## src/matrix_pkg.sv

```systemverilog
// shared geometry, address types and opcodes for the LED matrix command front end
// every RTL module takes these with a wildcard import in its header
package matrix_pkg;

    // ~~~~~~~~~~~~~~~~~~~~~~~~~~~~~~~~~~~~~~~~~~~~~~~~
    // matrix geometry
    // ~~~~~~~~~~~~~~~~~~~~~~~~~~~~~~~~~~~~~~~~~~~~~~~~
    localparam int NUM_ROWS        = 32;
    localparam int NUM_COLS        = 64;
    localparam int BYTES_PER_PIXEL = 3;

    localparam int FB_BYTES   = NUM_ROWS * NUM_COLS * BYTES_PER_PIXEL;
    // distance in bytes between the first pixels of two neighbouring rows
    localparam int ROW_STRIDE = NUM_COLS * BYTES_PER_PIXEL;

    // ~~~~~~~~~~~~~~~~~~~~~~~~~~~~~~~~~~~~~~~~~~~~~~~~
    // derived widths
    // ~~~~~~~~~~~~~~~~~~~~~~~~~~~~~~~~~~~~~~~~~~~~~~~~
    localparam int ROW_BITS     = (NUM_ROWS > 1) ? $clog2(NUM_ROWS) : 1;
    localparam int COL_BITS     = (NUM_COLS > 1) ? $clog2(NUM_COLS) : 1;
    localparam int PIXEL_BITS   = (BYTES_PER_PIXEL > 1) ? $clog2(BYTES_PER_PIXEL) : 1;
    localparam int FB_ADDR_BITS = $clog2(FB_BYTES);

    // the column number arrives little endian, one byte per strobe
    localparam int COL_BYTES    = (COL_BITS + 7) / 8;
    localparam int COL_CNT_BITS = (COL_BYTES > 1) ? $clog2(COL_BYTES) : 1;

    typedef logic [ROW_BITS-1:0]     row_addr_t;
    typedef logic [COL_BITS-1:0]     col_addr_t;
    typedef logic [PIXEL_BITS-1:0]   pixel_byte_t;
    typedef logic [FB_ADDR_BITS-1:0] fb_addr_t;

    // ~~~~~~~~~~~~~~~~~~~~~~~~~~~~~~~~~~~~~~~~~~~~~~~~
    // command opcodes
    // ~~~~~~~~~~~~~~~~~~~~~~~~~~~~~~~~~~~~~~~~~~~~~~~~
    localparam logic [7:0] OP_WRITE_PIXEL = 8'h10;
    localparam logic [7:0] OP_FILL        = 8'h20;

endpackage

```

## src/fb_sweep_counter.sv

```systemverilog
// walks every framebuffer byte once after a start pulse, one byte per cycle
// byte_sel tracks the byte index inside the current pixel without a divider
`timescale 1ns/1ps

module fb_sweep_counter import matrix_pkg::*; (
    input  logic        clk,
    input  logic        reset,
    input  logic        sweep_start,
    output fb_addr_t    addr,
    output pixel_byte_t byte_sel,
    output logic        busy_count,
    output logic        last
);

    // final address of the sweep, busy_count drops right after it
    assign last = busy_count && (addr == fb_addr_t'(FB_BYTES - 1));

    always_ff @(posedge clk) begin
        if (reset) begin
            busy_count <= 1'b0;
            addr       <= '0;
            byte_sel   <= '0;
        end else if (sweep_start) begin
            busy_count <= 1'b1;
            addr       <= '0;
            byte_sel   <= '0;
        end else if (busy_count) begin
            if (last) begin
                busy_count <= 1'b0;
            end else begin
                addr <= addr + 1'b1;
                // inner level wraps once per pixel
                if (byte_sel == pixel_byte_t'(BYTES_PER_PIXEL - 1)) begin
                    byte_sel <= '0;
                end else begin
                    byte_sel <= byte_sel + 1'b1;
                end
            end
        end
    end

    // a restart in the middle of a sweep would skip part of the framebuffer
    a_no_restart : assert property (@(posedge clk) disable iff (reset)
        sweep_start |-> !busy_count);

endmodule

```

## config.mk

```make
export PLATFORM = sky130hd
export DESIGN_NAME = fb_sweep_counter
export DESIGN_NICKNAME = d
export VERILOG_FILES = /design/src/matrix_pkg.sv /design/src/fb_sweep_counter.sv
export SDC_FILE = /design/constraint.sdc
export NUM_CORES = 1
export LEC_CHECK = 0
export BUFFER_PORTS_ARGS = -buffer_cell sky130_fd_sc_hd__buf_2
export CORE_MARGIN = 4
export CORE_UTILIZATION = 30
export CTS_CLUSTER_DIAMETER = 30
export DETAILED_ROUTE_END_ITERATION = 6
export PLACE_DENSITY = 0.56
export SKIP_CTS_REPAIR_TIMING = 1
export SYNTH_ARGS = -nofsm -noshare
export SYNTH_HDL_FRONTEND = slang
export SYNTH_SLANG_ARGS = --single-unit
```

## constraint.sdc

```tcl
create_clock -name clk -period 3.8 [get_ports clk]
set_input_delay 0.57 -clock clk [delete_from_list [all_inputs] [get_ports clk]]
set_output_delay 0.57 -clock clk [all_outputs]
set_load 0.01 [all_outputs]
```

==> results.md <==
Global routing:
- The via count of the first global-routing pass was 648.
- After global routing the overflow that remains totals 0.
- The wire length of the first global-routing pass is 2880 microns.
- In the global route stage, overall resource usage came out at 0.108.
- Entering global routing, the biggest net connects 18 pins.
- The initial antenna violation count is 0.

Routing:
- After detailed routing, no signal wire sits above met4.
- For this run, the detailed router's first-pass iteration total came to 4.
- After detailed routing, the total wire length is 1650 microns.
- Dividing the detail-routed via count by the number of cells gives 5.16.
- The detailed-route DRC error count is 0.
- The routed via count is 712.
- The number of routed nets with antenna violations is 0.
- For this block, the initial DRC count from the detailed router was 23.
- After detailed routing, the average wire length per cell comes to 11.9 microns.
- The routed length on met2 is 741 microns.
- The detailed router put a total of 783 microns of wire on met1.
- The met3 wirelength from detailed routing is 110 microns.

Synth:
- The number of different library cells used by synthesis comes to 26.
- The leading register cell type out of synthesis is dfxtp_1.
- Counting every net in the synthesized netlist gives 93.
- The number of standard cells after synthesis is 89.
- The cell area after synthesis is 774 sq um.
- The proportion of synthesized chip area in sequential cells is 0.414.
- For this run, the number of Yosys warnings is 0.
- The number of flops mapped to enable cells by yosys is 0.
- The per-instance average area after synthesis is 8.70 sq um.
- The number of synthesized register bits is 16.
- Of all flip-flops after synthesis, the portion carrying an async set or reset was 0.

Place:
- The HPWL after detailed placement is 1180 microns.
- Input and output buffers added on the ports amount to 19.
- Routability-driven placement finished with a final weighted congestion of 0.716.

Floorplanning:
- In this run the standard cell core region covers 2480 sq um.
- From bottom edge to top edge, the die measures 58.8 microns.
- For this configuration, the core starts out at a cell density of 0.313.
- The die covers 3460 sq um.
- The die outline width is 58.8 microns.
- The number of core rows is 18.
- 20 I/O pins were placed.

Cells and area:
- The fill cell instance count of the final layout is 274.
- The top cell types in the final layout, fill and taps aside, are buf_2, dfxtp_1, a21oi_1.
- The final core utilization is 0.371.
- The library cell used most frequently in the layout, excluding fill and tap cells, is buf_2.
- The antenna diode count is 0.
- The final net count is 113.
- The fraction of final layout cells with drive strength greater than 1 is 0.306.
- The area growth from synthesis to layout is 18.7%.

Clocking:
- The TritonCTS clock tree is built.
- The total CTS buffers is 3.
- The clock slew at the register clock pins of the worst setup and hold paths is 90 ps.
- The clock reaches the later pin of the worst-skew pair after 280 ps.
- Counting along the longest clock path gives a buffer depth of 2.
- Clock tree synthesis found a total of 16 sinks.
- In this run the number of H-tree levels came out at 1.
- The root buffer cell chosen for the clock tree is clkbuf_4.

Critical path:
- For the worst setup path, the data required time is 3230 ps.
- The worst setup path is captured at a primary output.
- Measured in cells, the most critical reg-to-reg path has a length of 5.
- The data arrival time of the critical path is 1630 ps.
- The maximum fanout along the worst path is 5.
- STA classifies the critical path startpoint as a flop.
- The critical path is of the flop to primary output type.
- The worst reg-to-reg setup slack is 1770 ps.
- Tracing the worst setup path back leads to its startpoint at addr[0]$_SDFFE_PP0P_.
- Traced cell by cell, the critical path runs through ha_1, and4_1, nand2_1, nor3_1, buf_2.
- The maximum cell stage delay along the critical path is 410 ps.
- The source of the worst register-to-register timing path is addr[0]$_SDFFE_PP0P_.
- The destination of the worst register-to-register timing path is addr[1]$_SDFFE_PP0P_.
- The critical path's slowest cell is dfxtp_1.

Min path:
- The path type of the worst min-delay path is primary input to flop.
- The worst min-delay path endpoint is busy_count$_SDFF_PP0_.
- The startpoint identified for the worst hold timing path is reset.
- The worst hold path passes through 2 cells.

Pwr:
- The design draws 300 uW.
- The power density over the cells is 327 nW/um^2.
- In this run the static leakage power is 0.362 nW.
- The worst-case IR drop observed on VDD is 0.213 mV.

Flow run:
- Across the run, the number of max-cap violations was 0.

STA:
- The final hold violation count is 0.
- Adding up every negative setup slack in the final design gives 0 ps.
- Setup repair after global routing left no endpoint under its margin.
- The clock arrives with 0.989 ps of skew.
- Of the available clock period, the critical path in the final layout requires 0.580.
- The clock period minus final worst setup slack is 2200 ps.
- The final number of max-transition violations came to 0.
- The highest attainable clock frequency is 454 MHz.
- The slew of the pin with the lowest slew margin is 781 ps.
- The final setup violation count is 0.
- The worst relative slew slack is 0.478.

Outcome:
- The flow ran to the end, and the final reports show no timing, DRC or antenna violations.
critical path: cells and delay by family, from the launching register on:
kind | cells | cell delay [ps]
adders and majority gates | 1 | 220
buffers and inverters | 1 | 160
DFF | 1 | 410
and+or+nand+nor | 3 | 560
metrics by stage:
step	cells	area [sq um]	setup WS [ps]	hold WS (ps)
5_1_grt	138	920	1410	437
2_1_floorplan	89	774	1980	496
3_3_place_gp	134	883	1840	467
6_report	138	920	1600	442
3_5_place_dp	134	883	1770	468
4_1_cts	138	920	1570	419
cell type report:
class / count / area, sq um / area share
Clock buffer: 4 / 36.3 / 0.0395
Multi-Input combinational cell: 66 / 419 / 0.456
Inverter: 3 / 11.3 / 0.0122
Tap cell: 30 / 37.5 / 0.0408
Timing Repair Buffer: 19 / 95.1 / 0.103
Sequential cell: 16 / 320 / 0.348
state kept, by name, summed over array words and instances, names as in the netlist:
register and cells:
byte_sel 2, addr 13, busy_count 1
per-layer routing:
metal / track usage / vias to the layer above
met4: 0.0291 / 0
met3: 0.0395 / 2
met1: 0.143 / 325
li1: - / 367
met2: 0.166 / 18
met5: 0 / -
cell usage after synthesis (2+ instances only):
cell / instances / area (sq um)
a21oi_1: 11 / 55.1
and4_1: 3 / 26.3
clkbuf_1: 2 / 7.51
dfxtp_1: 16 / 320
inv_1: 3 / 11.3
mux2i_1: 2 / 20.0
nand2_1: 7 / 26.3
nand3_1: 3 / 15.0
nand4_1: 3 / 18.8
nor2_1: 6 / 22.5
nor3_1: 4 / 20.0
o21ai_0: 7 / 35.0
o31ai_1: 2 / 15.0
or3_2: 5 / 37.5
or4_1: 3 / 22.5
xor2_1: 2 / 17.5
power breakdown:
group	internal, mW	total [mW]	leakage (nW)	switching, mW
clock	0.0583	0.113	0.0210	0.0547
combinational	0.00624	0.0153	0.212	0.00908
sequential	0.170	0.172	0.129	0.00248
total	0.234	0.300	0.362	0.0662
how the worst max path moves through the flow:
stage / end
floorplan: last
global placement: addr[1]$_SDFFE_PP0P_
detailed placement: addr[1]$_SDFFE_PP0P_
CTS: last
global route: last
finish: last
logic make-up after synthesis:
kind of cell,synth area share
buf+inv,0.0452
fa+ha+maj,0.0162
mux,0.0258
flops,0.414
xor+xnor,0.0226
compound gates,0.183
simple gates,0.294
No activity file was read; power rests on OpenSTA's default activity.
