## src/matrix_pkg.sv

```systemverilog
// shared geometry, address types and opcodes for the LED matrix command front end
// every RTL module takes these with a wildcard import in its header
package matrix_pkg;

    // ~~~~~~~~~~~~~~~~~~~~~~~~~~~~~~~~~~~~~~~~~~~~~~~~
    // matrix geometry
    // ~~~~~~~~~~~~~~~~~~~~~~~~~~~~~~~~~~~~~~~~~~~~~~~~
    localparam int NUM_ROWS        = 32;
    localparam int NUM_COLS        = 64;
    localparam int BYTES_PER_PIXEL = 3;

    localparam int FB_BYTES   = NUM_ROWS * NUM_COLS * BYTES_PER_PIXEL;
    // distance in bytes between the first pixels of two neighbouring rows
    localparam int ROW_STRIDE = NUM_COLS * BYTES_PER_PIXEL;

    // ~~~~~~~~~~~~~~~~~~~~~~~~~~~~~~~~~~~~~~~~~~~~~~~~
    // derived widths
    // ~~~~~~~~~~~~~~~~~~~~~~~~~~~~~~~~~~~~~~~~~~~~~~~~
    localparam int ROW_BITS     = (NUM_ROWS > 1) ? $clog2(NUM_ROWS) : 1;
    localparam int COL_BITS     = (NUM_COLS > 1) ? $clog2(NUM_COLS) : 1;
    localparam int PIXEL_BITS   = (BYTES_PER_PIXEL > 1) ? $clog2(BYTES_PER_PIXEL) : 1;
    localparam int FB_ADDR_BITS = $clog2(FB_BYTES);

    // the column number arrives little endian, one byte per strobe
    localparam int COL_BYTES    = (COL_BITS + 7) / 8;
    localparam int COL_CNT_BITS = (COL_BYTES > 1) ? $clog2(COL_BYTES) : 1;

    typedef logic [ROW_BITS-1:0]     row_addr_t;
    typedef logic [COL_BITS-1:0]     col_addr_t;
    typedef logic [PIXEL_BITS-1:0]   pixel_byte_t;
    typedef logic [FB_ADDR_BITS-1:0] fb_addr_t;

    // ~~~~~~~~~~~~~~~~~~~~~~~~~~~~~~~~~~~~~~~~~~~~~~~~
    // command opcodes
    // ~~~~~~~~~~~~~~~~~~~~~~~~~~~~~~~~~~~~~~~~~~~~~~~~
    localparam logic [7:0] OP_WRITE_PIXEL = 8'h10;
    localparam logic [7:0] OP_FILL        = 8'h20;

endpackage

```

## src/cmd_write_pixel.sv

```systemverilog
// write pixel handler: row byte, little-endian column bytes, then the colour bytes MSB first
// each colour byte is handed to the framebuffer by toggling ram_access_start
`timescale 1ns/1ps

module cmd_write_pixel import matrix_pkg::*; (
    input  logic        clk,
    input  logic        reset,
    input  logic        enable,
    input  logic [7:0]  data_in,
    output row_addr_t   row,
    output col_addr_t   column,
    output pixel_byte_t pixel,
    output logic [7:0]  data_out,
    output logic        ram_write_enable,
    output logic        ram_access_start,
    output logic        done
);

    typedef enum logic [1:0] {
        ST_ROW,
        ST_COL,
        ST_PIX,
        ST_DONE
    } wp_state_t;

    wp_state_t                state;
    logic [COL_CNT_BITS-1:0]  col_count;
    pixel_byte_t              pix_count;

    // ~~~~~~~~~~~~~~~~~~~~~~~~~~~~~~~~~~~~~~~~~~~~~~~~
    // control FSM
    // ~~~~~~~~~~~~~~~~~~~~~~~~~~~~~~~~~~~~~~~~~~~~~~~~
    always_ff @(posedge clk) begin
        if (reset) begin
            state            <= ST_ROW;
            col_count        <= '0;
            pix_count        <= '0;
            pixel            <= '0;
            ram_write_enable <= 1'b0;
            ram_access_start <= 1'b0;
            done             <= 1'b0;
        end else begin
            case (state)
                ST_ROW: begin
                    if (enable) begin
                        col_count <= COL_CNT_BITS'(COL_BYTES - 1);
                        state     <= ST_COL;
                    end
                end
                ST_COL: begin
                    if (enable) begin
                        if (col_count == '0) begin
                            // column complete, the next strobe is the top colour byte
                            pix_count        <= pixel_byte_t'(BYTES_PER_PIXEL - 1);
                            ram_write_enable <= 1'b1;
                            state            <= ST_PIX;
                        end else begin
                            col_count <= col_count - 1'b1;
                        end
                    end
                end
                ST_PIX: begin
                    if (enable) begin
                        pixel            <= pix_count;
                        ram_access_start <= !ram_access_start;
                        if (pix_count == '0) begin
                            done  <= 1'b1;
                            state <= ST_DONE;
                        end else begin
                            pix_count <= pix_count - 1'b1;
                        end
                    end
                end
                ST_DONE: begin
                    // the last byte is written while we sit here, so the
                    // write enable may only drop afterwards
                    done             <= 1'b0;
                    ram_write_enable <= 1'b0;
                    state            <= ST_ROW;
                end
                default: state <= ST_ROW;
            endcase
        end
    end

    // ~~~~~~~~~~~~~~~~~~~~~~~~~~~~~~~~~~~~~~~~~~~~~~~~
    // captured row, column and colour byte
    // ~~~~~~~~~~~~~~~~~~~~~~~~~~~~~~~~~~~~~~~~~~~~~~~~
    always_ff @(posedge clk) begin
        if (enable) begin
            case (state)
                ST_ROW: row <= row_addr_t'(data_in);
                ST_COL: begin
                    // first column byte holds bits 7:0, later bytes go higher
                    for (int i = 0; i < COL_BITS; i++) begin
                        if (i / 8 == COL_BYTES - 1 - int'(col_count)) begin
                            column[i] <= data_in[i % 8];
                        end
                    end
                end
                ST_PIX: data_out <= data_in;
                default: ;
            endcase
        end
    end

    a_pixel_range : assert property (@(posedge clk) disable iff (reset)
        pixel <= pixel_byte_t'(BYTES_PER_PIXEL - 1));

endmodule

```

## config.mk

```make
export PLATFORM = sky130hd
export DESIGN_NAME = cmd_write_pixel
export DESIGN_NICKNAME = d
export VERILOG_FILES = /design/src/matrix_pkg.sv /design/src/cmd_write_pixel.sv
export SDC_FILE = /design/constraint.sdc
export NUM_CORES = 1
export LEC_CHECK = 0
export BUFFER_PORTS_ARGS = -buffer_cell sky130_fd_sc_hd__buf_2
export CAP_MARGIN = 20
export CORE_MARGIN = 1
export CORE_UTILIZATION = 40
export CTS_BUF_LIST = sky130_fd_sc_hd__clkbuf_2
export DETAILED_ROUTE_END_ITERATION = 6
export PLACE_DENSITY = 0.69
export SLEW_MARGIN = 20
export SYNTH_ARGS = -nofsm -noshare
export SYNTH_HDL_FRONTEND = slang
export SYNTH_SLANG_ARGS = --single-unit
export TNS_END_PERCENT = 100
```

## constraint.sdc

```tcl
create_clock -name clk -period 2.15 [get_ports clk]
set_input_delay 0.215 -clock clk [delete_from_list [all_inputs] [get_ports clk]]
set_output_delay 0.215 -clock clk [all_outputs]
set_load 0.1 [all_outputs]
```

==> summary.md <==
The count of cells in the finished layout, fillers not included, comes to 151. The number of H-tree levels was 1. The synthesized area per cell was 13.6 sq um.

Entering global routing, the biggest net connects 16 pins. Core outline area: 2540 sq um. Subtracting the final worst setup slack from the clock period gives 1580 ps. Area overhead of the layout relative to synthesis: 22.6%. The proportion of register bits with asynchronous set or reset after synthesis works out to 0%. The worst-case setup slack after placement came out at 572 ps. For this design, the sink count on the clock tree is 28. The total of flip-flops plus latches after synthesis was 28.

The routed wire length on met3 was 131 um. The endpoint required time on the critical path is 2210 ps, and the count of buffers from port buffering is 34. Derived from the worst setup path, the maximum achievable clock frequency is 0.631 GHz.

The effective utilization at floorplan is 43.2%, and the worst slew margin relative to its limit is 67.4%. The post-detailed-route via-to-cell ratio came out at 4.69. Leaving out fill and tap cells, the most frequent cell in the layout is sky130_fd_sc_hd__buf_2. The combined global-route utilization of all metal layers is 13.4%. Endpoint type of the worst setup path: a flip-flop. For the Yosys warning count, the log shows 0. The first detailed-routing pass ran for 4 iterations.

The number of buffers and inverters on the critical path is 2. For the number of nets still failing antenna checks after routing, the log shows 0. The tools report the via count of the first global-routing pass as 629. In this run the core area contains 18 standard-cell rows. The tools report the number of hold violations in the final report as 0. The maximum clock skew at final layout came out at 12.9 ps. The post-route setup TNS is 0 ps, and the transition time at the pin with the least slew margin is 492 ps.

Buffer levels on the longest clock path: 2. Once routing completed, OpenROAD measured the worst setup slack at 565 ps. The total overflow reported by the global router came out at 0.

Critical path launch point type: a flip-flop. The logs give 350 ps for the clock insertion delay at the later pin of the skew report and 1.82 mm for the wire length reported by the detailed router. In this design, the critical path's most frequently occurring cell is sky130_fd_sc_hd__inv_1.

The logs give 144 for the total instance count after detailed placement and 708 for the overall via count from detail_route. For this run, the share of the core covered by cells in the final layout is 53.0%. The I/O pin total was 35; the final weighted congestion in routability-driven placement was 0.739. The share of layout cells above drive strength 1 is 34.7%.

In this design, the stage delay of the slowest critical-path cell is 390 ps. The tool flagged a number of max-cap violations equal to 0. The violation count after the first detailed-routing iteration came out at 7. TritonCTS built the clock tree. Data arrival time at the worst-slack endpoint: 1650 ps.

Synthesis instantiated 24 different standard cells from the library. Dividing the final minimum period by the clock period gives 73.7%. The run finished with clean final reports. The clock-pin slew of the registers on the worst-case setup and hold paths was 240 ps; the die boundary height was 54.4 um.

Number of antenna violations at the first check in global routing: 0. The run gives 0.715 mV as the peak ir drop on the vdd network. In the layout the commonest cells are 34 x sky130_fd_sc_hd__buf_2, 19 x sky130_fd_sc_hd__edfxtp_1, 9 x sky130_fd_sc_hd__dfxtp_1, 8 x sky130_fd_sc_hd__nand2_1, 8 x sky130_fd_sc_hd__inv_1.

The number of antenna diodes in the final layout is 0. Across all register-to-register paths, the minimum setup slack is 570 ps. Traced cell by cell, the critical path runs through inv_1 -> ha_1 -> nand2_1 -> inv_1. The synthesized instance count was 81; the net count after synthesis was 99.

Sequential elements use 68.3% of the synthesized area. The post-cts gate resize count is 0, and the total length of routed met2 wires is 878 um. In the final routed layout, each cell accounts on average for 12.0 um. The die span in x was 54.4 um. The die covers 2960 sq um. The path class of the tightest hold or removal check is in -> reg. The critical-path maximum fanout is 8. The power density relative to cell area came out at 1320 nW/um^2. The first-pass GRT wire length is 2.71 mm. The logs give 140 for the final net count and 1300 sq um for the post-place instance area. The top routing layer in use is met4.

The number of remaining DRC errors was 0. In this run the cell area of the synthesized design comes to 1100 sq um. Yosys mapped a number of flops with a built-in enable equal to 19.

On the critical path, the stage with the largest delay is an instance of sky130_fd_sc_hd__dfxtp_1. In this run the static leakage power is 0.576 nW. In the synthesized netlist the dominant register cell turns out to be sky130_fd_sc_hd__edfxtp_1.

Once layout is done, the placed cells without fillers occupy 1350 sq um. The count of final setup violators is 0. On the critical path the largest part of the delay comes from buffers and inverters. The critical path class was reg -> reg. Detailed placement finished with a half-perimeter wire length of 1.42 mm. The tools report the max-slew violation count as 0. The length of routed wiring on met1 is 798 um. In this run, post-CTS hold repair placed 2 buffers. The number of clock buffers added by TritonCTS is 3. The tools report the clock root buffer as sky130_fd_sc_hd__clkbuf_2.

Setup repair after global routing left no endpoint under its margin. In this run the post-CTS setup repair buffer count came out at 0.
path summary, 6_finish.rpt:
kind | start | end | cells after the start
max | state[0]$_SDFFE_PP0P_ | data_out[3]$_DFFE_PP_ | 4
min | data_in[0] | column[0]$_DFFE_PP_ | 1
max reg2reg | state[0]$_SDFFE_PP0P_ | data_out[3]$_DFFE_PP_ | 4
min reg2reg | pixel[0]$_SDFFE_PP0P_ | pixel[0]$_SDFFE_PP0P_ | 2
kinds of logic (layout without fill, tap and decap cells):
| logic type | Yosys count | in the layout | synth area share (%) |
|---|---|---|---|
| AND/OR/NAND/NOR | 21 | 21 | 9.90 |
| buffers and inverters | 10 | 50 | 3.75 |
| multiplexers | 2 | 2 | 1.82 |
| AO/OA/AOI/OAI | 12 | 12 | 7.51 |
| XOR/XNOR | 1 | 1 | 0.797 |
| flip-flops | 28 | 28 | 68.3 |
| adder cells (fa/ha/maj) | 7 | 7 | 7.96 |
area by class of cell:
type | instances | area [sq um]
multi-input cells | 43 | 308
clock inverters | 1 | 3.75
clock buffers | 3 | 15.0
flip-flops and latches | 28 | 751
fillers | 223 | 1200
well taps | 30 | 37.5
inverters | 9 | 33.8
repair buffers | 37 | 200
synth_stat cells, types with 2 or more instances:
master | n | area share (%)
sky130_fd_sc_hd__edfxtp_1 | 19 | 52
sky130_fd_sc_hd__dfxtp_1 | 9 | 16
sky130_fd_sc_hd__inv_1 | 8 | 2.7
sky130_fd_sc_hd__nand2_1 | 8 | 2.7
sky130_fd_sc_hd__ha_1 | 7 | 8.0
sky130_fd_sc_hd__a21oi_1 | 4 | 1.8
sky130_fd_sc_hd__nand3_1 | 3 | 1.4
sky130_fd_sc_hd__o21ai_0 | 3 | 1.4
sky130_fd_sc_hd__and2_1 | 2 | 1.1
sky130_fd_sc_hd__mux2i_1 | 2 | 1.8
sky130_fd_sc_hd__nor2_1 | 2 | 0.68
sky130_fd_sc_hd__nor2b_1 | 2 | 1.1
report_power, final:
part           total (W)  leakage (nW)  switching (W)  internal [W]
clock           0.000184        0.0167       0.000142     0.0000415
combinational   0.000873         0.311       0.000694      0.000179
sequential      0.000730         0.248      0.0000427      0.000687
stage by stage:
stage / hold slack [ps] / total power, W
2_1_floorplan: 284 / 0.00148
3_3_place_gp: 394 / 0.00160
3_5_place_dp: 396 / 0.00161
4_1_cts: 13.1 / 0.00180
5_1_grt: 4.56 / 0.00189
6_report: 44.0 / 0.00179
flip-flops by register name, summed over array words and instances, names as in the netlist:
| signal | cells |
|---|---|
| column | 6 |
| data_out | 8 |
| done | 1 |
| pix_count | 2 |
| pixel | 2 |
| ram_access_start | 1 |
| ram_write_enable | 1 |
| row | 5 |
| state | 2 |
routing by layer:
metal  GRT usage (%)  up-vias
met5               0        -
met4            6.41        0
met3            3.33        2
met2            21.7       25
met1            16.7      318
li1                -      363
Power figures use the tool's default switching activity.
