$ cat config.mk
export PLATFORM = sky130hd
export DESIGN_NAME = cmd_fill
export DESIGN_NICKNAME = d
export VERILOG_FILES = /design/src/matrix_pkg.sv /design/src/cmd_fill.sv
export SDC_FILE = /design/constraint.sdc
export NUM_CORES = 1
export LEC_CHECK = 0
export BUFFER_PORTS_ARGS = -buffer_cell sky130_fd_sc_hd__buf_2
export CORE_MARGIN = 2
export CORE_UTILIZATION = 25
export DETAILED_ROUTE_END_ITERATION = 8
export PLACE_DENSITY = 0.47
export SLEW_MARGIN = 25
export SYNTH_ARGS = -nofsm -noshare
export SYNTH_HDL_FRONTEND = slang
export SYNTH_SLANG_ARGS = --single-unit
$ cat constraint.sdc
create_clock -name clk -period 2.3 [get_ports clk]
set_input_delay 0.23 -clock clk [delete_from_list [all_inputs] [get_ports clk]]
set_output_delay 0.23 -clock clk [all_outputs]
set_load 0.02 [all_outputs]
$ cat src/matrix_pkg.sv
// shared geometry, address types and opcodes for the LED matrix command front end
// every RTL module takes these with a wildcard import in its header
package matrix_pkg;

    // ~~~~~~~~~~~~~~~~~~~~~~~~~~~~~~~~~~~~~~~~~~~~~~~~
    // matrix geometry
    // ~~~~~~~~~~~~~~~~~~~~~~~~~~~~~~~~~~~~~~~~~~~~~~~~
    localparam int NUM_ROWS        = 32;
    localparam int NUM_COLS        = 64;
    localparam int BYTES_PER_PIXEL = 3;

    localparam int FB_BYTES   = NUM_ROWS * NUM_COLS * BYTES_PER_PIXEL;
    // distance in bytes between the first pixels of two neighbouring rows
    localparam int ROW_STRIDE = NUM_COLS * BYTES_PER_PIXEL;

    // ~~~~~~~~~~~~~~~~~~~~~~~~~~~~~~~~~~~~~~~~~~~~~~~~
    // derived widths
    // ~~~~~~~~~~~~~~~~~~~~~~~~~~~~~~~~~~~~~~~~~~~~~~~~
    localparam int ROW_BITS     = (NUM_ROWS > 1) ? $clog2(NUM_ROWS) : 1;
    localparam int COL_BITS     = (NUM_COLS > 1) ? $clog2(NUM_COLS) : 1;
    localparam int PIXEL_BITS   = (BYTES_PER_PIXEL > 1) ? $clog2(BYTES_PER_PIXEL) : 1;
    localparam int FB_ADDR_BITS = $clog2(FB_BYTES);

    // the column number arrives little endian, one byte per strobe
    localparam int COL_BYTES    = (COL_BITS + 7) / 8;
    localparam int COL_CNT_BITS = (COL_BYTES > 1) ? $clog2(COL_BYTES) : 1;

    typedef logic [ROW_BITS-1:0]     row_addr_t;
    typedef logic [COL_BITS-1:0]     col_addr_t;
    typedef logic [PIXEL_BITS-1:0]   pixel_byte_t;
    typedef logic [FB_ADDR_BITS-1:0] fb_addr_t;

    // ~~~~~~~~~~~~~~~~~~~~~~~~~~~~~~~~~~~~~~~~~~~~~~~~
    // command opcodes
    // ~~~~~~~~~~~~~~~~~~~~~~~~~~~~~~~~~~~~~~~~~~~~~~~~
    localparam logic [7:0] OP_WRITE_PIXEL = 8'h10;
    localparam logic [7:0] OP_FILL        = 8'h20;

endpackage

$ cat src/cmd_fill.sv
// fill handler: collects one colour, MSB first, then sweeps it over the whole framebuffer
// the sweep itself comes from fb_sweep_counter, this block supplies the data
`timescale 1ns/1ps

module cmd_fill import matrix_pkg::*; (
    input  logic        clk,
    input  logic        reset,
    input  logic        enable,
    input  logic [7:0]  data_in,
    input  pixel_byte_t byte_sel,
    input  logic        busy_count,
    input  logic        last,
    output logic        sweep_start,
    output logic        fill_write,
    output logic [7:0]  fill_data,
    output logic        done
);

    typedef enum logic [1:0] {
        ST_COLLECT,
        ST_SWEEP,
        ST_DONE
    } fill_state_t;

    fill_state_t  state;
    pixel_byte_t  colour_idx;
    logic [7:0]   colour [BYTES_PER_PIXEL];

    // strobes during the sweep are dropped since state is not ST_COLLECT
    always_ff @(posedge clk) begin
        if (reset) begin
            state       <= ST_COLLECT;
            colour_idx  <= pixel_byte_t'(BYTES_PER_PIXEL - 1);
            sweep_start <= 1'b0;
            done        <= 1'b0;
        end else begin
            case (state)
                ST_COLLECT: begin
                    if (enable) begin
                        if (colour_idx == '0) begin
                            sweep_start <= 1'b1;
                            state       <= ST_SWEEP;
                        end else begin
                            colour_idx <= colour_idx - 1'b1;
                        end
                    end
                end
                ST_SWEEP: begin
                    sweep_start <= 1'b0;
                    if (last) begin
                        done  <= 1'b1;
                        state <= ST_DONE;
                    end
                end
                ST_DONE: begin
                    done       <= 1'b0;
                    colour_idx <= pixel_byte_t'(BYTES_PER_PIXEL - 1);
                    state      <= ST_COLLECT;
                end
                default: state <= ST_COLLECT;
            endcase
        end
    end

    // colour bytes land at the index they will be written to
    always_ff @(posedge clk) begin
        if (enable && state == ST_COLLECT) begin
            colour[colour_idx] <= data_in;
        end
    end

    assign fill_write = busy_count && (state == ST_SWEEP);
    assign fill_data  = colour[byte_sel];

endmodule

==> results of run 1 <==
## worst max-delay path: stages, from the launching register on
cell and delay (ns):
dfxtp_1 0.40, nor2_2 0.20, and3_1 0.45
## where the power goes
group,leakage (nW),total (mW),internal [mW],switching [mW]
clock network,0.0426,0.389,0.207,0.182
registers,0.270,0.652,0.635,0.0168
logic,0.277,0.158,0.0613,0.0967
## routing by layer
layer	up-vias	global-route usage, %	wire [µm]
li1	377	-	-
met1	340	11.12	1006
met2	27	13.10	963
met3	4	4.938	136
met4	0	3.030	19
met5	-	0	0
## state kept, by name (all words and copies together) (netlist names)
name	flops
colour	24
colour_idx	2
done	1
state	2
sweep_start	1
## cells by family after synthesis
kind of cell	Yosys count
buf+inv	6
flops	30
simple gates	23
compound gates	15
fa+ha+maj	3
mux	9
## synthesized netlist by cell type, types with 2 or more instances
| library cell | instances |
|---|---|
| a31oi_1 | 2 |
| and3_1 | 3 |
| mux2i_1 | 8 |
| edfxtp_1 | 24 |
| nand2_1 | 11 |
| nand3b_1 | 2 |
| ha_1 | 3 |
| dfxtp_1 | 6 |
| o21ai_0 | 9 |
| a21oi_1 | 2 |
| inv_1 | 2 |
## worst max path at each step
stage / startpoint / end / slack, ns / cells past startpoint
final: state[0] / colour[2][4] / 0.90 / 2
after CTS: state[0] / colour[2][4] / 0.87 / 2
after detailed placement: state[0] / colour[2][6] / 0.88 / 2
after floorplan: colour_idx[0] / colour[0][0] / 0.68 / 4
after global placement: state[0] / colour[2][6] / 0.92 / 2
after global routing: colour_idx[0] / colour[0][0] / 0.79 / 5
## cell type report
cell class | count | area share (%)
inverter | 3 | 0.7550
tap | 67 | 5.621
multi-input combinational | 50 | 22.90
timing repair buffer | 26 | 8.893
clock buffer | 6 | 4.866
sequential | 30 | 56.38
clock inverter | 2 | 0.5872
==> qor.txt, run 1 <==
status = finished clean
path depth of the worst reg2reg path = 2
WHS Path Cells = 1
Mapped Nets = 104
dpl hpwl = 1504 µm
final global-route overflow total = 0
final wirelength = 2125 µm
largest family of logic cells by synthesized area = simple AND/OR/NAND/NOR gates
LEAKAGE = 0.5896 nW
Clock Sink Count = 30
Vias/cell = 4.065
Critical Path Sink Type = flop
Multi-input gate area = 341.6 µm²
Nets = 134
pre-CTS setup slack = 0.8832 ns
die width = 73.79 µm
Post-Place Cells = 176
1st-pass router iterations = 4
VDD IR max = 0.0003459 V
pwr dens = 804.3 nW/µm²
Top FF cell, synth = edfxtp_1
vias = 748
hold buffers post-CTS = 0
initial antenna violation count = 0
r2r setup slk = 0.90 ns
syn_area_per_cell = 14.16 µm²
diode count = 0
port buffer count = 25
Clock Latency Late Sink = 0.27 ns
Final Max Tran Viols = 0
compound-cell area share of the yosys netlist = 6.989%
Area after DPL = 1410 µm²
area share of fa/ha/maj cells after synthesis = 3.083%
most frequent cells in the layout = buf_2, edfxtp_1, nand2_1, o21ai_0, mux2i_1
GP Congestion = 0.7806
Final period util = 60.96%
Synth Area in XOR/XNOR = 0%
CTS Buffer Depth = 2
Worst Hold Class = in -> reg
clock transition at the registers of the reported paths = 0.06 ns
#FFs+latches synth = 30
Synth Instances = 86
DRT iter0 DRCs = 64
Max Freq = 0.7132 GHz
dominant cell type by area after synthesis = edfxtp_1
simple-gate area share of the yosys netlist = 10.17%
EDFF count, synth = 24
Tot Pwr = 1.200 mW
Fin. Hold Viols = 0
sequential fraction of the synthesis area = 69.06%
post-synth design cell area = 1217 µm²
Synth async-reset ratio = 0%
Remaining DRCs = 0
Hold Path Origin = data_in[5]
Rows = 25
Die Ht = 73.79 µm
top cell type's share of synthesized area = 59.20%
area grow syn2layout = 22.51%
RSZ-0062 raised after global routing = no
crit path kind = reg -> reg
crit path max fanout = 9
finished layout cell area = 1491 µm²
Post-CTS Setup Inserts = 0
io pins = 26
largest net degree at the start of global routing = 17
min Tclk post-route = 1.402 ns
Distinct cells, synth = 25
most common cell after layout, fill and taps aside = buf_2
Slew @ Worst Pin = 0.4295 ns
Worst EP required = 2.22 ns
Max Cap Viol = 0
die footprint = 5444 µm²
sequential cell area = 840.8 µm²
Clock Skews = 0.004818 ns
Synth area leaders = edfxtp_1, dfxtp_1, mux2i_1
TNS Setup = 0 ns
worst r2r src = state[0]
Root Buffer = clkbuf_8
antenna-violating nets left = 0
Starting Density = 25.77%
Final WS setup = 0.8980 ns
share of cells above drive strength 1 = 30.77%
WP data arrival = 1.33 ns
final setup fails = 0
first-pass GRT wire length = 3470 µm
post-CTS resize count = 0
CTS tree = done
final cell count without fillers = 184
Worst Hold Path EP = colour[0][5]
Ys Warns = 0
Worst R2R End = colour[2][4]
GRT Total Usage = 8.937%
core area = 4723 µm²
number of global-route vias before repair = 771
H-tree depth = 2
relative slew slack = 71.37%
kind of start point of the critical path = flop
final core utilization = 31.58%
worst hold slack = 0.1554 ns
routed len/inst = 11.55 µm
fill count = 493
total CTS buffers = 5
post-synthesis mux area share = 7.811%
No activity file was read; power rests on OpenSTA's default activity.
==> inputs of run 2 (changes only) <==
==> constraint.sdc (replaced) <==
create_clock -name clk -period 1.4 [get_ports clk]
set_input_delay 0.14 -clock clk [delete_from_list [all_inputs] [get_ports clk]]
set_output_delay 0.14 -clock clk [all_outputs]
set_load 0.02 [all_outputs]
==> run 2 against run 1 <==
Net effect:
- clock skew shrank 0.0013 ns
- hold slack lost 0.080 ns
- register-to-register slack lost 0.78 ns
- sequential cell count is the same
- total power grew 67%
==> qor.txt, run 2 (same netlist as run 1, synthesis figures left out) <==
1st-pass router iterations = 4
WP data arrival = 1.44 ns
final global-route overflow total = 0
Setup crit end = colour_idx[1]
share of cells above drive strength 1 = 34.17%
Clock Latency Late Sink = 0.27 ns
Worst Hold Class = in -> reg
clock group share of total power = 31.5%
Pint = 1.526 mW
path depth of the worst reg2reg path = 5
DRT iter0 DRCs = 49
RSZ-0062 raised after global routing = no
area grow syn2layout = 27.13%
Net Sw Frac = 23.75%
Nets = 137
crit path max fanout = 4
die width = 73.79 µm
Critical Path Sink Type = flop
initial antenna violation count = 0
H-tree depth = 2
Remaining DRCs = 0
largest net degree at the start of global routing = 17
critical path startpoint = colour_idx[0]
clock transition at the registers of the reported paths = 0.06 ns
Worst R2R End = colour_idx[1]
Final Max Tran Viols = 0
GRT Total Usage = 9.094%
Root Buffer = clkbuf_8
Clock Sink Count = 30
pre-CTS setup slack = 0.07269 ns
Clock Skews = 0.003496 ns
TNS Setup = 0 ns
first-pass GRT wire length = 3588 µm
Max Freq = 0.7777 GHz
Psw = 0.4752 mW
dpl hpwl = 1618 µm
r2r setup slk = 0.11 ns
most common cell after layout, fill and taps aside = buf_2
Post-CTS Setup Inserts = 0
most frequent cells in the layout = buf_2, edfxtp_1, nand2_1, o21ai_0, mux2i_1
Vias/cell = 4.096
Comb pwr share = 14.9%
core area = 4723 µm²
LEAKAGE = 0.6145 nW
kind of start point of the critical path = flop
worst r2r src = colour_idx[0]
antenna-violating nets left = 0
io pins = 26
Top Registers = colour (24), colour_idx (2), state (2)
fill count = 482
Rows = 25
pwr dens = 1293 nW/µm²
hold buffers post-CTS = 0
status = finished clean
Multi-input gate area = 346.6 µm²
number of global-route vias before repair = 816
die footprint = 5444 µm²
Reg with most FFs = colour
Sequential Power Share = 53.6%
Starting Density = 25.77%
CTS Buffer Depth = 2
CTS tree = done
min Tclk post-route = 1.286 ns
routed len/inst = 12.06 µm
total CTS buffers = 5
final wirelength = 2256 µm
max reg flops = 24
relative slew slack = 82.46%
crit path kind = reg -> reg
final setup fails = 0
sequential cell area = 842.1 µm²
Fin. Hold Viols = 0
GP Congestion = 0.7705
port buffer count = 25
Final WS setup = 0.1141 ns
VDD IR max = 0.0004474 V
diode count = 0
Worst EP required = 1.56 ns
Slew @ Worst Pin = 0.2631 ns
Max Cap Viol = 0
post-CTS resize count = 0
Final period util = 91.85%
Die Ht = 73.79 µm
final core utilization = 32.77%
vias = 766
run 2: cell count changes in the layout (fill, tap and decap cells not counted), sizes merged:
| cell | delta |
|---|---|
| buf | +3 |
| clkbuf | +2 |
| clkinv | -2 |
run 2: worst min-delay path by stage:
stage	startpoint	end	slack (ns)	cells past startpoint
3_3_place_gp	data_in[2]	colour[0][2]	0.34	1
5_1_grt	data_in[5]	colour[2][5]	0.06	1
6_report	data_in[1]	colour[0][1]	0.08	1
2_1_floorplan	reset	done	0.21	1
3_5_place_dp	data_in[2]	colour[0][2]	0.35	1
4_1_cts	data_in[1]	colour[0][1]	0.06	1
run 2: area by class of cell:
class                   count  share of cell area [%]
flip-flops and latches     30                   54.41
multi-input cells          50                   22.39
repair buffers             29                   11.88
well taps                  67                   5.416
clock buffers               8                   5.174
inverters                   3                  0.7276
run 2: through the flow:
stage          instances  area, µm²  power [mW]  hold slack [ns]
2_1_floorplan         86       1222       1.260           0.2091
3_3_place_gp         179       1463       1.381           0.3404
3_5_place_dp         179       1463       1.394           0.3512
4_1_cts              187       1543       2.044          0.06488
5_1_grt              187       1548       2.115          0.06032
6_report             187       1548       2.001          0.07523
run 2: power groups by stage:
| stage | registers [mW] | clock network, mW | logic [mW] |
|---|---|---|---|
| final | 1.07 | 0.631 | 0.298 |
| after global routing | 1.08 | 0.705 | 0.331 |
| after global placement | 1.09 | 0 | 0.294 |
| after CTS | 1.07 | 0.668 | 0.305 |
| after floorplan | 1.09 | 0 | 0.173 |
| after detailed placement | 1.09 | 0 | 0.304 |
run 2: routing by layer:
layer  vias up  wire, µm  GRT usage, %  share of wire, %
li1        385         -             -                 -
met1       354       985         9.005                44
met2        25      1078         15.97                48
met3         2       171         3.978               7.6
met4         0        21         4.646              0.93
met5         -         0             0                 0
run 2: worst max-delay path, stage by stage, from the launching register on:
cell	delay, ns
dfxtp_1	0.34
inv_2	0.08
ha_1	0.18
nand2b_1	0.18
a21oi_1	0.10
o32a_1	0.28
