<file path="src/matrix_pkg.sv">
// shared geometry, address types and opcodes for the LED matrix command front end
// every RTL module takes these with a wildcard import in its header
package matrix_pkg;

    // ~~~~~~~~~~~~~~~~~~~~~~~~~~~~~~~~~~~~~~~~~~~~~~~~
    // matrix geometry
    // ~~~~~~~~~~~~~~~~~~~~~~~~~~~~~~~~~~~~~~~~~~~~~~~~
    localparam int NUM_ROWS        = 32;
    localparam int NUM_COLS        = 64;
    localparam int BYTES_PER_PIXEL = 3;

    localparam int FB_BYTES   = NUM_ROWS * NUM_COLS * BYTES_PER_PIXEL;
    // distance in bytes between the first pixels of two neighbouring rows
    localparam int ROW_STRIDE = NUM_COLS * BYTES_PER_PIXEL;

    // ~~~~~~~~~~~~~~~~~~~~~~~~~~~~~~~~~~~~~~~~~~~~~~~~
    // derived widths
    // ~~~~~~~~~~~~~~~~~~~~~~~~~~~~~~~~~~~~~~~~~~~~~~~~
    localparam int ROW_BITS     = (NUM_ROWS > 1) ? $clog2(NUM_ROWS) : 1;
    localparam int COL_BITS     = (NUM_COLS > 1) ? $clog2(NUM_COLS) : 1;
    localparam int PIXEL_BITS   = (BYTES_PER_PIXEL > 1) ? $clog2(BYTES_PER_PIXEL) : 1;
    localparam int FB_ADDR_BITS = $clog2(FB_BYTES);

    // the column number arrives little endian, one byte per strobe
    localparam int COL_BYTES    = (COL_BITS + 7) / 8;
    localparam int COL_CNT_BITS = (COL_BYTES > 1) ? $clog2(COL_BYTES) : 1;

    typedef logic [ROW_BITS-1:0]     row_addr_t;
    typedef logic [COL_BITS-1:0]     col_addr_t;
    typedef logic [PIXEL_BITS-1:0]   pixel_byte_t;
    typedef logic [FB_ADDR_BITS-1:0] fb_addr_t;

    // ~~~~~~~~~~~~~~~~~~~~~~~~~~~~~~~~~~~~~~~~~~~~~~~~
    // command opcodes
    // ~~~~~~~~~~~~~~~~~~~~~~~~~~~~~~~~~~~~~~~~~~~~~~~~
    localparam logic [7:0] OP_WRITE_PIXEL = 8'h10;
    localparam logic [7:0] OP_FILL        = 8'h20;

endpackage

</file>
<file path="src/cmd_dispatch.sv">
// opcode decoder: the first strobed byte picks a handler, later strobes go to that handler
// until it reports done; unknown opcodes raise a one-cycle error
`timescale 1ns/1ps

module cmd_dispatch import matrix_pkg::*; (
    input  logic       clk,
    input  logic       reset,
    input  logic       enable,
    input  logic [7:0] data_in,
    input  logic       wp_done,
    input  logic       fill_done,
    output logic       wp_enable,
    output logic       fill_enable,
    output logic       busy,
    output logic       cmd_done,
    output logic       cmd_error
);

    typedef enum logic [1:0] {
        ST_IDLE,
        ST_WP,
        ST_FILL
    } disp_state_t;

    disp_state_t state;

    // ~~~~~~~~~~~~~~~~~~~~~~~~~~~~~~~~~~~~~~~~~~~~~~~~
    // routing FSM
    // ~~~~~~~~~~~~~~~~~~~~~~~~~~~~~~~~~~~~~~~~~~~~~~~~
    always_ff @(posedge clk) begin
        if (reset) begin
            state     <= ST_IDLE;
            cmd_error <= 1'b0;
        end else begin
            cmd_error <= 1'b0;
            case (state)
                ST_IDLE: begin
                    if (enable) begin
                        case (data_in)
                            OP_WRITE_PIXEL: state <= ST_WP;
                            OP_FILL:        state <= ST_FILL;
                            default:        cmd_error <= 1'b1;
                        endcase
                    end
                end
                ST_WP: begin
                    if (wp_done) begin
                        state <= ST_IDLE;
                    end
                end
                ST_FILL: begin
                    if (fill_done) begin
                        state <= ST_IDLE;
                    end
                end
                default: state <= ST_IDLE;
            endcase
        end
    end

    // strobes pass straight through, so the handler sees a byte in its own cycle
    assign wp_enable   = enable && (state == ST_WP);
    assign fill_enable = enable && (state == ST_FILL);

    assign busy     = (state != ST_IDLE);
    assign cmd_done = wp_done || fill_done;

    // a done from a handler that was never started means the two sides lost step
    a_done_not_idle : assert property (@(posedge clk) disable iff (reset)
        (state == ST_IDLE) |-> !(wp_done || fill_done));

endmodule

</file>
<file path="config.mk">
export PLATFORM = sky130hd
export DESIGN_NAME = cmd_dispatch
export DESIGN_NICKNAME = d
export VERILOG_FILES = /design/src/matrix_pkg.sv /design/src/cmd_dispatch.sv
export SDC_FILE = /design/constraint.sdc
export NUM_CORES = 1
export LEC_CHECK = 0
export BUFFER_PORTS_ARGS = -buffer_cell sky130_fd_sc_hd__buf_2
export CAP_MARGIN = 20
export CORE_AREA = 4 4 41 43
export DETAILED_ROUTE_END_ITERATION = 8
export DIE_AREA = 0 0 45 47
export HOLD_SLACK_MARGIN = 0.03
export SETUP_SLACK_MARGIN = 0.2
export SLEW_MARGIN = 20
export SYNTH_ARGS = -nofsm -noshare
export SYNTH_HDL_FRONTEND = slang
export SYNTH_SLANG_ARGS = --single-unit
</file>
<file path="constraint.sdc">
create_clock -name clk -period 2.4 [get_ports clk]
set_input_delay 0.36 -clock clk [delete_from_list [all_inputs] [get_ports clk]]
set_output_delay 0.36 -clock clk [all_outputs]
set_load 0.03 [all_outputs]
</file>
==> flow_summary.yaml, run 1 <==
cells_and_area:
  drive_gt1_frac: 0.634
  n_antenna_cell: 0
  seq_area_sq_um: 60.1
  multiInputGateArea_sq_um: 131
  fin_nets: 55
  fillers: 152
  area_delta_synth_final_pct: 68.0
power:
  seqPwrFrac: 0.313
  power_switching_uw: 38.5
  clock_power_share: 0.539
  pwr-share-comb: 0.148
  vdd_drop_max_mv: 0.175
  p_per_area_nw_per_um2: 510
  p_sw_frac: 0.235
  power_leakage_uw: 0.000155
  p_int_uw: 126
  p_total_uw: 164
sta:
  fin_hold_ws_ns: 0.415
  finalSetupTns_ns: 0
  period_needed_ns: 1.40
  skew_ns: 0.000186
  worstMarginPinSlew_ns: 0.260
  max_freq_mhz: 712
  worst_slew_margin_rel: 0.825
  hold_viol: 0
  finalSetupViolCount: 0
  post-route-period-util: 0.585
  drv_slew: 0
  rsz0062_at_grt: "no"
clock_tree:
  cts_sinks: 3
  cts_resized: 0
  cts_tree: "done"
  clk_pin_slew_ns: 0.04
  cts_max_level: 1
  clkLatencyLatePin_ns: 0.23
  cts_buffer_depth: 2
  cts_setup_buffers: 0
  cts-root-buf: "clkbuf_4"
  cts_hold_buffers: 0
  cts_buffers: 3
critical_path:
  critPathMaxFanout: 6
  cp_slowest_cell: "dfxtp_1"
  arrival_ns: 1.04
  path_cells: "or2_2 > buf_2"
  cp-start-kind: "flip-flop"
  worstSetupEndpointType: "output pin"
  slowest_delay_ns: 0.34
  critPathKind: "flip-flop to output pin"
  cp_num_buf_inv: 1
  worstPathRequired_ns: 2.04
  crit_family: "flip-flops"
synthesis:
  netlist.area_leader.share: 0.314
  yosysUniqueCellTypes: 13
  yosysWarnings: 0
  yosysTopAreaCell: "dfxtp_1"
  postSynthAreaPerCell_sq_um: 9.57
  synth_seq_cells: 3
  synth_seq_area_share: 0.314
  netlist_instances: 20
  synth_fp_nets: 33
  synth_area_leaders: "dfxtp_1 31%, and3b_2 10%, or4b_1 10%"
  syn_area_sq_um: 191
die:
  fp-row-count: 13
  die_x_um: 45
  core_sq_um: 1300
  fp.dieArea_sq_um: 2120
  ios: 18
  start_util: 0.147
  chipHeight_um: 47
drt:
  vias: 238
  drc: 0
  detail_route.wl_per_cell_um: 9.89
  drt_iter0_markers: 0
  vias_per_cell: 4.25
  final_antenna_net_count: 0
  drtPass1Iterations: 1
  drt_wl_total_um: 554
global_routing:
  track_usage: 0.0631
  first_global_vias: 254
  overflow: 0
  antenna_found_initial: 0
  grt_max_degree: 7
  grt_first_pass_wirelength_um: 855
placed_design:
  portBuffers: 17
  gp_congestion: 0.681
run_status:
  status: "complete, no violations"
worst_hold_path:
  hold_class: "input port to flip-flop"
run:
  drv_cap: 0
[sequential cells by signal, summed over array words and instances (netlist names)]
register	flops
cmd_error	1
state	2
[routing by layer]
metal  vias to the layer above  GRT usage  part of all wire
met5                         -          0                 0
met4                         0     0.0994             0.034
met3                         2     0.0307              0.12
met2                        13     0.0960              0.51
met1                       106     0.0476              0.33
li1                        117          -                 -
[cells in the mapped netlist]
cell and n:
nor4_2 1, or4b_1 2, dfxtp_1 3, or2_2 2, nand3_1 2, and2_1 1
nand2b_1 2, nor4b_2 1, and3b_2 2, nor2_1 1, o21ai_0 1, xor2_1 1
o21ai_1 1
[layout by cell type (no fill, tap or decap), types with 2 or more instances in the layout]
| cell type | synthesis | layout |
|---|---|---|
| and3b_2 | 2 | 2 |
| buf_2 | 0 | 17 |
| clkbuf_4 | 0 | 3 |
| dfxtp_1 | 3 | 3 |
| nand2b_1 | 2 | 2 |
| nand3_1 | 2 | 2 |
| or2_2 | 2 | 2 |
| or4b_1 | 2 | 2 |
[worst min-delay path: cells and delay by family]
family,cells,cell delay [ns]
buffers and inverters,1,0.11
AOI/OAI and AO/OA,1,0.06
and+or+nand+nor,1,0.06
[power by group through the flow]
stage,Combinational (uW),Clock [uW],Sequential (uW)
after global routing,26.9,94.2,51.4
after global placement,23.9,0,52.1
final,24.3,88.5,51.3
after floorplan,8.07,0,54.0
after detailed placement,24.4,0,52.1
after CTS,24.7,92.8,51.3
[through the flow]
stage,cells,cell area [sq um],utilization,worst slack [ns]
4_1_cts,56,322,0.247,0.984
5_1_grt,56,322,0.247,0.933
3_3_place_gp,52,295,0.227,1.12
3_5_place_dp,52,295,0.227,1.12
6_report,56,322,0.247,0.996
2_1_floorplan,20,191,-,1.31
[layout make-up]
class                   instances  area share
repair buffers                 17       0.265
flip-flops and latches          3       0.187
clock buffers                   4      0.0817
multi-input cells              17       0.409
well taps                      15      0.0584
[final timing paths]
| path | start | endpoint | slack (ns) | depth (start not counted) |
|---|---|---|---|---|
| min reg2reg | state[0] | state[0] | 0.62 | 2 |
| max | state[0] | busy | 1.0 | 2 |
| max reg2reg | state[0] | state[1] | 1.38 | 2 |
| min | data_in[4] | state[0] | 0.41 | 3 |
[logic make-up (layout without fill, tap and decap cells)]
kind of cell / count (synthesis) / after routing / synth area share
flops: 3 / 3 / 0.314
simple gates: 14 / 14 / 0.588
xor+xnor: 1 / 1 / 0.0458
compound gates: 2 / 2 / 0.0522
buf+inv: 0 / 21 / 0
(Power assumes the default switching activity.)
==> run 2: changes to the inputs <==
==> constraint.sdc (replaced) <==
create_clock -name clk -period 1.4 [get_ports clk]
set_input_delay 0.21 -clock clk [delete_from_list [all_inputs] [get_ports clk]]
set_output_delay 0.21 -clock clk [all_outputs]
set_load 0.03 [all_outputs]
==> flow_summary.yaml, run 2 (synthesized netlist as in run 1, its figures left out) <==
clock_tree:
  cts_max_level: 1
  cts_resized: 4
  clkLatencyLatePin_ns: 0.23
  clk_pin_slew_ns: 0.03
  cts_buffer_depth: 2
  cts_buffers: 3
  cts_hold_buffers: 0
  cts-root-buf: "clkbuf_4"
  cts_sinks: 3
  cts_setup_buffers: 0
  cts_tree: "done"
drt:
  detail_route.wl_per_cell_um: 9.23
  drtPass1Iterations: 3
  drt_iter0_markers: 3
  drt_wl_total_um: 517
  vias: 226
  drc: 0
  vias_per_cell: 4.04
  final_antenna_net_count: 0
critical_path:
  worstPathRequired_ns: 1.19
  critPathMaxFanout: 6
  worstSetupEndpointType: "output pin"
  ff2ff_setup_slack_ns: 0.39
  slowest_delay_ns: 0.35
  path_cells: "or2_4 > buf_6"
  cp-start-kind: "flip-flop"
  critPathKind: "flip-flop to output pin"
  arrival_ns: 0.95
  cp_slowest_cell: "dfxtp_4"
global_routing:
  grt_first_pass_wirelength_um: 876
  track_usage: 0.0640
  first_global_vias: 246
  overflow: 0
  antenna_found_initial: 0
  grt_max_degree: 7
worst_hold_path:
  hold_class: "input port to flip-flop"
cells_and_area:
  top_regs: "state x2, cmd_error x1"
  largest_reg_flops: 2
  fin_nets: 55
  n_antenna_cell: 0
  regMostFlops: "state"
  drive_gt1_frac: 0.683
  final_core_util: 0.263
  layout_common_cells: "14 x buf_2, 3 x clkbuf_4"
  layout_commonest_cell: "buf_2"
  area_delta_synth_final_pct: 79.1
placed_design:
  gp_congestion: 0.571
  portBuffers: 17
sta:
  worst_slew_margin_rel: 0.839
  period_needed_ns: 1.16
  hold_viol: 0
  worstMarginPinSlew_ns: 0.240
  rsz0062_at_grt: "no"
  fin_hold_ws_ns: 0.254
  finalSetupViolCount: 0
  post-route-period-util: 0.832
  finalSetupTns_ns: 0
  max_freq_mhz: 859
  drv_slew: 0
  skew_ns: 0.0000434
power:
  vdd_drop_max_mv: 0.128
  clock_power_share: 0.543
  p_sw_frac: 0.230
  pwr-share-comb: 0.151
  p_per_area_nw_per_um2: 802
  power_switching_uw: 63.3
  seqPwrFrac: 0.306
  power_leakage_uw: 0.000156
  p_int_uw: 212
run:
  drv_cap: 0
die:
  ios: 18
  core_sq_um: 1300
  chipHeight_um: 47
  fp.dieArea_sq_um: 2120
  fp-row-count: 13
  die_x_um: 45
  start_util: 0.147
run_status:
  status: "complete, no violations"
## run 2: power by group through the flow
stage	logic [uW]	clock network (uW)	registers [uW]
3_5_place_dp	42.1	0	89.2
5_1_grt	46.4	161	84.1
4_1_cts	42.2	158	87.9
3_3_place_gp	41.3	0	89.3
2_1_floorplan	13.8	0	92.6
6_report	41.6	149	84.2
## run 2: worst max-delay path: cells and delay by family, from the launching register on
family | cells | cell delay (ns)
buffers and inverters | 1 | 0.13
flip-flops | 1 | 0.35
AND/OR/NAND/NOR | 1 | 0.24
## run 2: path summary, 6_finish.rpt
check,from,to,cells after the start
max reg2reg,state[1],state[0],2
min reg2reg,state[1],state[0],2
min,data_in[4],state[0],3
max,state[0],busy,2
## run 2: cell type report
| type | count | area (sq um) |
|---|---|---|
| Fill cell | 149 | 958 |
| Multi-Input combinational cell | 17 | 134 |
| Timing Repair Buffer | 17 | 96.3 |
| Sequential cell | 3 | 67.6 |
| Clock buffer | 4 | 26.3 |
| Tap cell | 15 | 18.8 |
## run 2: metrics by stage
step                      power, uW  setup slack [ns]  area [sq um]  instances
final                           275             0.235           343         56
after detailed placement        131             0.391           295         52
after CTS                       288             0.177           330         56
after floorplan                 106             0.448           191         20
after global routing            292             0.204           343         56
after global placement          131             0.398           295         52
## run 2: per-layer routing
layer / global-route usage / part of all wire
met2: 0.0989 / 0.48
met3: 0.00766 / 0.11
met5: 0 / 0
met4: 0.123 / 0.043
met1: 0.0523 / 0.37
==> run 3: changes to the inputs <==
--- a/config.mk
+++ b/config.mk
@@ -5,6 +5,7 @@
 export SDC_FILE = /design/constraint.sdc
 export NUM_CORES = 1
 export LEC_CHECK = 0
+export ABC_AREA = 1
 export BUFFER_PORTS_ARGS = -buffer_cell sky130_fd_sc_hd__buf_2
 export CAP_MARGIN = 20
 export CORE_AREA = 4 4 41 43
==> constraint.sdc (replaced) <==
create_clock -name clk -period 1.08 [get_ports clk]
set_input_delay 0.162 -clock clk [delete_from_list [all_inputs] [get_ports clk]]
set_output_delay 0.162 -clock clk [all_outputs]
set_load 0.03 [all_outputs]
==> flow_summary.yaml, run 3 <==
drt:
  final_antenna_net_count: 0
  top_layer: "met4"
  dr_wl_met3_um: 67
  drt_wl_total_um: 699
  drt_iter0_markers: 2
  vias_per_cell: 4.24
  drc: 0
  vias: 314
  drtPass1Iterations: 4
  wl_met1_um: 221
  route.met2.wl_um: 401
  detail_route.wl_per_cell_um: 9.45
die:
  core_sq_um: 1300
  chipHeight_um: 47
  die_x_um: 45
  fp.dieArea_sq_um: 2120
  ios: 18
  fp-row-count: 13
  start_util: 0.151
synthesis:
  synth_top_family_by_area: "simple AND/OR/NAND/NOR gates"
  postSynthAreaPerCell_sq_um: 5.78
  synth_edf_count: 0
  yosysWarnings: 0
  synthMuxAreaShare: 0
  yosysTopAreaCell: "dfxtp_1"
  yosysMostFrequentCell: "nor2_1"
  syn_area_sq_um: 196
  netlist_instances: 34
  synth_top_flop_cell: "dfxtp_1"
  synth_compound_area_frac: 0.0764
  synth_simple_gate_area_frac: 0.541
  synth_fp_nets: 47
  synth_commonest_cells: "10 x nor2_1, 5 x nand2_1, 4 x inv_1, 4 x nor3_1, 3 x dfxtp_1"
  synth_area_leaders: "dfxtp_1 31%, nor2_1 19%, nor3_1 10%"
  postSynth.asyncResetShare: 0
  yosysUniqueCellTypes: 11
  netlist.area_leader.share: 0.306
  synth_seq_cells: 3
  synthAdderAreaFrac: 0
  synth_seq_area_share: 0.306
  synth-xor-area-share: 0
cells_and_area:
  layout_common_cells: "12 x buf_2, 7 x nor2_1, 6 x buf_6"
  fin_nets: 73
  largest_reg_flops: 2
  layout_commonest_cell: "buf_2"
  drive_gt1_frac: 0.661
  regMostFlops: "state"
  final_core_util: 0.361
  top_regs: "state x2, cmd_error x1"
  n_antenna_cell: 0
  area_delta_synth_final_pct: 139
global_routing:
  grt_max_degree: 6
  antenna_found_initial: 0
  grt_first_pass_wirelength_mm: 1.22
  track_usage: 0.0877
  overflow: 0
  first_global_vias: 312
clock_tree:
  cts-root-buf: "clkbuf_4"
  cts_max_level: 1
  clk_pin_slew_ns: 0.04
  cts_hold_buffers: 0
  clkLatencyLatePin_ns: 0.24
  cts_sinks: 3
  cts_buffer_depth: 2
  cts_tree: "done"
  cts_buffers: 3
critical_path:
  cp-start-kind: "flip-flop"
  critPathMaxFanout: 5
  path_cells: "nor3_4 > buf_6"
  critPathKind: "flip-flop to output pin"
  crit_family: "flip-flops"
  worstPathRequired_ns: 0.92
  cp_num_buf_inv: 1
  slowest_delay_ns: 0.37
  worstSetupEndpointType: "output pin"
  rr_worst_depth: 5
  arrival_ns: 0.94
  cp.depth: 2
  cp_slowest_cell: "dfxtp_4"
sta:
  setup_slack_ns: -0.0217
  post-route-period-util: 1.02
  rsz0062_at_grt: "yes"
  drv_slew: 0
  worst_slew_margin_rel: 0.839
  finalSetupViolCount: 3
  fin_hold_ws_ns: 0.105
  period_needed_ns: 1.10
  max_freq_mhz: 908
  finalSetupTns_ns: -0.0251
  worstMarginPinSlew_ns: 0.241
  skew_ns: 0.00834
  hold_viol: 0
placed_design:
  portBuffers: 17
  pre_cts_slack_ns: 0.118
  hpwl_um: 485
  gp_congestion: 0.712
worst_hold_path:
  hold_class: "input port to flip-flop"
  worstHoldPathCells: 2
run_status:
  status: "finished with violations"
  violations: "setup timing"
run:
  drv_cap: 0
power:
  vdd_drop_max_mv: 0.338
  p_per_area_nw_per_um2: 810
  power_leakage_uw: 0.000209
==> run 3: changes by cell type after synthesis, moves of 4 or more <==
cell,previous run,this run
nor2_1,1,10
nand2_1,0,5
nor3_1,0,4
inv_1,0,4
==> run 3: area by class of cell <==
| cell class | count | area (sq um) |
|---|---|---|
| clock buffers | 4 | 26.3 |
| fillers | 157 | 832 |
| inverters | 4 | 20.0 |
| multi-input cells | 27 | 185 |
| flip-flops and latches | 3 | 68.8 |
| well taps | 15 | 18.8 |
| repair buffers | 21 | 150 |
==> run 3: repair_timing <==
action,4_1_cts,5_1_grt
pin swaps,4,3
gates resized for setup,18,6
buffers inserted,4,0
setup endpoints to repair,8,7
endpoints found under the hold margin,0,0
gates cloned,0,0
==> run 3: final timing paths <==
| check | startpoint | endpoint | slack [ns] |
|---|---|---|---|
| worst max-delay path | state[0] | fill_enable | -0.02 |
| worst min-delay path | reset | state[1] | 0.11 |
| worst min register to register | state[0] | state[0] | 0.60 |
| worst max register to register | state[0] | state[1] | 0.02 |
==> run 3: cell families (layout without fill, tap and decap cells) <==
kind of cell	Yosys count	count (layout)
buf+inv	4	29
compound gates	3	3
simple gates	24	24
flops	3	3
==> run 3: per-stage QoR <==
stage,std cells,power [uW],instance area (sq um)
2_1_floorplan,34,143,230
3_3_place_gp,66,172,334
3_5_place_dp,66,173,334
4_1_cts,74,386,450
5_1_grt,74,415,469
6_report,74,380,469
==> run 3: per-layer routing <==
metal | GRT usage | vias to the layer above
met1 | 0.0820 | 138
met5 | 0 | -
li1 | - | 162
met2 | 0.144 | 12
met4 | 0.0526 | 0
met3 | 0.0575 | 2
==> run 3: power by group <==
part	switching [uW]	internal, uW	total [uW]
logic	34.0	32.8	66.8
clock network	64.2	139	203
registers	1.21	109	110
total	99.5	281	380
==> run 3: worst reg2reg max path, cell delays in order (launching register included) <==
cell     delay, ns
dfxtp_4       0.37
buf_4         0.15
nor3_4        0.20
nor2_2        0.07
a21oi_2       0.13
nor2_1        0.04
